### config.mk
export PLATFORM = sky130hd
export DESIGN_NAME = ntt_ready_ctrl_flat
export DESIGN_NICKNAME = d
export VERILOG_FILES = /design/src/hw/ntt_ops_pkg.sv /design/src/hw/ntt_ctrl_if.sv /design/src/hw/ntt_ready_ctrl.sv /design/src/flat_wrapper.sv
export VERILOG_INCLUDE_DIRS = /design/src /design/src/include
export SDC_FILE = /design/constraint.sdc
export NUM_CORES = 1
export LEC_CHECK = 0
export BUFFER_PORTS_ARGS = -buffer_cell sky130_fd_sc_hd__buf_4
export CORE_AREA = 5 5 42 44
export CTS_CLUSTER_DIAMETER = 150
export CTS_CLUSTER_SIZE = 30
export DETAILED_ROUTE_END_ITERATION = 10
export DIE_AREA = 0 0 47 49
export PLACE_DENSITY = 0.49
export SYNTH_ARGS = -nofsm -noshare
export SYNTH_HDL_FRONTEND = slang
export SYNTH_SLANG_ARGS = --single-unit
### constraint.sdc
create_clock -name clk -period 0.8 [get_ports clk]
set_input_delay 0.08 -clock clk [delete_from_list [all_inputs] [get_ports clk]]
set_output_delay 0.08 -clock clk [all_outputs]
set_load 0.02 [all_outputs]
### src/include/ntt_settings.svh
// fixed to ml-dsa q = 8380417 and 23-bit residues; the latencies assume the three-stage multiplier
`ifndef NTT_SETTINGS_SVH
`define NTT_SETTINGS_SVH

// ------------------------------
// modulus and word width
// ------------------------------
// q = 2^23 - 2^13 + 1
`define NTT_Q 23'd8380417
`define NTT_COEFF_W 23

// barrett reduction, m = floor(2^k / q), products below 2^46
`define NTT_BARRETT_K 46
`define NTT_BARRETT_M 24'd8396807

// ------------------------------
// pipeline depths in cycles
// ------------------------------
`define NTT_MULT_LATENCY 3
`define NTT_BF_LATENCY 4

`endif

### src/hw/ntt_ops_pkg.sv
// mode encoding is fixed; idle must be driven whenever no run is in progress

package ntt_ops_pkg;

    // operation selected for a whole run
    typedef enum logic [2:0] {ct, gs, pwm, pwa, pws, idle} mode_t;

    // two-stage transform vs four independent lanes
    typedef struct packed {
        logic bf;
        logic pw;
    } mode_class_t;

    // idle belongs to neither class
    function automatic mode_class_t classify(mode_t m);
        mode_class_t c;
        c.bf = (m == ct) || (m == gs);
        c.pw = (m == pwm) || (m == pwa) || (m == pws);
        return c;
    endfunction

endpackage

### src/hw/ntt_ctrl_if.sv
// control only, no clock inside; mode must be held for a whole run by the driver
`timescale 1ns/1ps

interface ntt_ctrl_if
    import ntt_ops_pkg::*;
();

    // operation for the current run
    mode_t mode;
    // one input set per high cycle
    logic  enable;
    // pwm only, adds w to the product
    logic  accumulate;
    // synchronous clear of every stage
    logic  zeroize;

    // ready delay line
    modport ctrl_mp (
        input mode,
        input enable,
        input accumulate,
        input zeroize
    );

    // datapath units
    modport dp_mp (
        input mode,
        input accumulate,
        input zeroize
    );

endinterface

### src/hw/ntt_ready_ctrl.sv
// assumes mode is held from first enable to last ready; enables seen in idle are dropped
`timescale 1ns/1ps
`include "ntt_settings.svh"

module ntt_ready_ctrl
    import ntt_ops_pkg::*;
(
    input  logic        clk,
    input  logic        reset_n,
    ntt_ctrl_if.ctrl_mp ctrl,
    output logic        ready_o
);

    // two butterfly stages deep
    localparam int DEPTH = 2 * `NTT_BF_LATENCY;

    mode_class_t      mcls;
    logic             en_in;
    logic [DEPTH-1:0] en_q;

    assign mcls = classify(ctrl.mode);

    // only a real operation starts an item
    assign en_in = ctrl.enable & (mcls.bf | mcls.pw);

    // ------------------------------
    // enable delay line
    // ------------------------------
    // accumulate does not lengthen pwm, every unit is four cycles
    always_ff @(posedge clk or negedge reset_n) begin
        if (!reset_n) begin
            en_q <= '0;
        end else if (ctrl.zeroize) begin
            // anything in flight is forgotten
            en_q <= '0;
        end else begin
            en_q <= {en_q[DEPTH-2:0], en_in};
        end
    end

    // tap 8 for ct/gs, tap 4 for pointwise, nothing in idle
    always_comb begin
        if (mcls.bf) begin
            ready_o = en_q[DEPTH-1];
        end else if (mcls.pw) begin
            ready_o = en_q[`NTT_BF_LATENCY-1];
        end else begin
            ready_o = 1'b0;
        end
    end

endmodule

### src/flat_wrapper.sv
// flat-port wrapper written by rule: the top's interface ports become plain ports
module ntt_ready_ctrl_flat import ntt_ops_pkg::*;
  (clk, reset_n, ready_o, ctrl_mode, ctrl_enable, ctrl_accumulate, ctrl_zeroize);
  ntt_ctrl_if ctrl_i ();
  input  logic clk;
  input  logic reset_n;
  output logic ready_o;
  input wire logic [$bits(ctrl_i.mode)-1:0] ctrl_mode;
  input wire logic [$bits(ctrl_i.enable)-1:0] ctrl_enable;
  input wire logic [$bits(ctrl_i.accumulate)-1:0] ctrl_accumulate;
  input wire logic [$bits(ctrl_i.zeroize)-1:0] ctrl_zeroize;
  assign ctrl_i.mode = ctrl_mode;
  assign ctrl_i.enable = ctrl_enable;
  assign ctrl_i.accumulate = ctrl_accumulate;
  assign ctrl_i.zeroize = ctrl_zeroize;
  ntt_ready_ctrl u_core (.clk(clk), .reset_n(reset_n), .ctrl(ctrl_i), .ready_o(ready_o));
endmodule
==> summary.md <==
| Metric | Value |
|---|---|
| Max FFs per register | `8` |
| Slowest stage delay, CP | `0.40 ns` |
| Synth top cells by count | `dfrtp_1, and2b_1, nor2b_1` |
| Cell types with the largest area share after synthesis | `dfrtp_1, and2b_1, nor2b_1` |
| Area growth syn-to-layout | `48.3%` |
| Worst hold slack after final layout | `0.0289 ns` |
| Arithmetic-cell share of the synthesized area counting full adders, half adders and majority gates | `0%` |
| Number of remaining DRC errors | `0` |
| Post-route standard cell area excluding fillers | `427 um^2` |
| Overall die area | `2300 um^2` |
| Cts bufs inserted | `3` |
| Clock period minus worst slack | `1.19 ns` |
| Sort of element at the start of the critical path | `flop` |
| Number of placement rows | `14` |
| Timing-limited maximum frequency | `0.842 GHz` |
| Hold/Removal Path Class | `input pin to flop` |
| Count of pins on the block boundary | `9` |
| Effective utilization at floorplan | `20.5%` |
| Hold endpoint | `u_core.en_q[6]$_DFF_PN0_` |
| Clock root buffer | `clkbuf_4` |
| Reg clk slew, reported paths | `0.05 ns` |
| Register bank with the most flops | `u_core.en_q` |
| Cell at the slowest stage of the critical path | `dfrtp_1` |
| Post-Route Skew | `0.00156 ns` |
| Launch instance of the worst min-delay path | `ctrl_zeroize` |
| Synth Register Bits | `8` |
| Weighted congestion reported at the end of routability-driven placement | `0.644` |
| Worst hold path stage count | `2` |
| Post-synthesis mux area share | `3.48%` |
| Netlist cell types | `9` |
| Skew-Pair Late Insertion Delay | `0.24 ns` |
| Placed wire-length estimate after detailed placement | `384 um` |
| Floorplan Core Area | `1400 um^2` |
| Antenna-violating nets left | `0` |
| Xor and xnor fraction of the mapped netlist area | `0%` |
| Share of synthesized registers carrying an async set or reset | `100%` |
| CP bufs+invs | `1` |
| Cell area after synthesis | `288 um^2` |
| Height of the die | `49 um` |
| Violated checks | `negative setup slack` |
| Port buffer count | `7` |
| Drt pass-1 iters | `1` |
| Number of enable-type register cells in the synthesized netlist | `0` |
| RSZ-0062 raised after global routing | `true` |
| Total Routed Length | `499 um` |
| Compound-gate portion of the synthesized area | `4.78%` |
| Total overflow reported by the global router | `0` |
| FF-to-FF Start | `u_core.en_q[3]$_DFF_PN0_` |
| Worst rel slew slack | `85.7%` |
| Maximum vdd drop | `0.000716 V` |
| Yosys top cell by area | `dfrtp_1` |
| Area share of the largest cell type after synthesis | `69.6%` |
| Via count of the first global-routing pass | `214` |
| Static leakage | `0.219 nW` |
| Routed wirelength normalized by instance count | `10.4 um` |
| Final standard cell utilization of the core | `30.4%` |
| Crit path setup slack, layout | `-0.387 ns` |
| Worst setup EP type | `output pin` |
| Part of the Yosys area used for sequential elements | `69.6%` |
| Number of hold-slack violations in the final timing report | `0` |
| Number of setup violations in the final report | `2` |
| Total Nets Final | `42` |
| Total track usage | `5.82%` |
| Worst-Margin Slew | `0.210 ns` |
| Max-slew violations | `0` |
| FF-to-FF path depth | `2` |
| DRC violation total after the first TritonRoute iteration | `0` |
| Placed instance area | `379 um^2` |
| Clock tree from TritonCTS | `done` |
| Top FF cell, synth | `dfrtp_1` |
| Synthesis Warnings | `0` |
| Number of filler cells placed in the layout | `154` |
| Final period utilization | `148%` |
| Pin count of the biggest net entering global routing | `9` |
| Cells along the critical path | `mux2i_2, o32ai_4, buf_6` |
| Start-to-end type of the worst setup path | `flop to output pin` |
| Routed vias/inst | `3.75` |
| Peak fanout along the critical path | `3` |
| Max Buffers Root-to-Sink | `2` |
| Count of maximum capacitance violations | `0` |
| Synth Area in Simple Gates | `22.2%` |
| Post-Syn Instances | `20` |
| Capture point of the worst reg-to-reg path | `u_core.en_q[4]$_DFF_PN0_` |
| Number of antenna violations at the first check in global routing | `0` |
| Most frequent cell after synthesis | `dfrtp_1` |
| Combinational family with the most area after synthesis | `simple AND/OR/NAND/NOR gates` |
| Ratio of total power to cell area | `1800 nW/um^2` |
| Leading registers by flop count | `u_core.en_q (8)` |
| Data arrival time at the worst-slack endpoint | `1.11 ns` |
| Antenna diode count | `0` |
| Required time of the critical path | `0.72 ns` |
| Top cell family by delay on the critical path | `flip-flops` |
| CTS sink cnt | `8` |
| Share of post-route cells with drive strength above 1 | `43.8%` |
| Global-route wire length before repair | `869 um` |
| Number of vias in the routed layout | `180` |
| H-tree levels | `1` |
| Aggregate negative setup slack | `-0.421 ns` |
| Width of the die | `47 um` |
| Outcome | `finished, violations left` |
| Post-Synthesis Mean Instance Area | `14.4 um^2` |
| Number of nets produced by synthesis | `28` |
| R2R Setup Slk | `-0.03 ns` |
-- area by class of cell --
class	count	area (um^2)	area share, %
well taps	16	20.0	4.69
flip-flops and latches	8	200	46.9
multi-input cells	12	110	25.8
repair buffers	9	73.8	17.3
clock buffers	3	22.5	5.28
-- metal layers --
| metal | track usage [%] | vias up | wire (um) |
|---|---|---|---|
| met5 | 0 | - | 0 |
| met4 | 5.53 | 0 | 0 |
| met3 | 3.32 | 0 | 48 |
| met2 | 7.47 | 5 | 231 |
| met1 | 6.32 | 84 | 219 |
| li1 | - | 91 | - |
-- metrics by stage --
stage,setup slack (ns),power [mW],cells
finish,-0.387,0.769,48
global route,-0.472,0.821,48
CTS,-0.416,0.786,48
detailed placement,-0.188,0.476,43
global placement,-0.159,0.473,43
floorplan,-0.00936,0.432,20
-- where the power goes --
part / switching [mW] / internal, mW
Clock: 0.125 / 0.171
Combinational: 0.0258 / 0.0339
Sequential: 0.00170 / 0.411
Total: 0.153 / 0.616
-- layout by cell type (no fill, tap or decap), types with 2 or more instances in the layout --
cell      count
dfrtp_1       8
buf_4         7
and2b_1       4
clkbuf_4      3
nor2b_1       2
-- cells by family after synthesis --
| logic type | after synthesis |
|---|---|
| flip-flops | 8 |
| multiplexers | 1 |
| AND/OR/NAND/NOR | 9 |
| AO/OA/AOI/OAI | 2 |
-- repair_timing --
item / 4_1_cts / 5_1_grt
setup endpoints to repair: 1 / 2
endpoints found under the hold margin: 8 / 0
gates resized for setup: 2 / 0
hold buffers: 1 / 0
buffers inserted: 1 / 0
pin swaps: 1 / 1
-- worst max path at each step --
stage,cells past startpoint,startpoint,endpoint,slack [ns]
2_1_floorplan,2,u_core.en_q[3]$_DFF_PN0_,ready_o,-0.009
3_3_place_gp,3,u_core.en_q[3]$_DFF_PN0_,ready_o,-0.16
3_5_place_dp,3,u_core.en_q[3]$_DFF_PN0_,ready_o,-0.19
4_1_cts,3,u_core.en_q[3]$_DFF_PN0_,ready_o,-0.42
5_1_grt,3,u_core.en_q[3]$_DFF_PN0_,ready_o,-0.47
6_report,3,u_core.en_q[3]$_DFF_PN0_,ready_o,-0.39
-- worst register-to-register path, delay by kind of cell, from the launching register on --
family,cells,cell delay (ns)
simple gates,1,0.18
buf+inv,1,0.14
flops,1,0.40
Power figures use the tool's default switching activity.
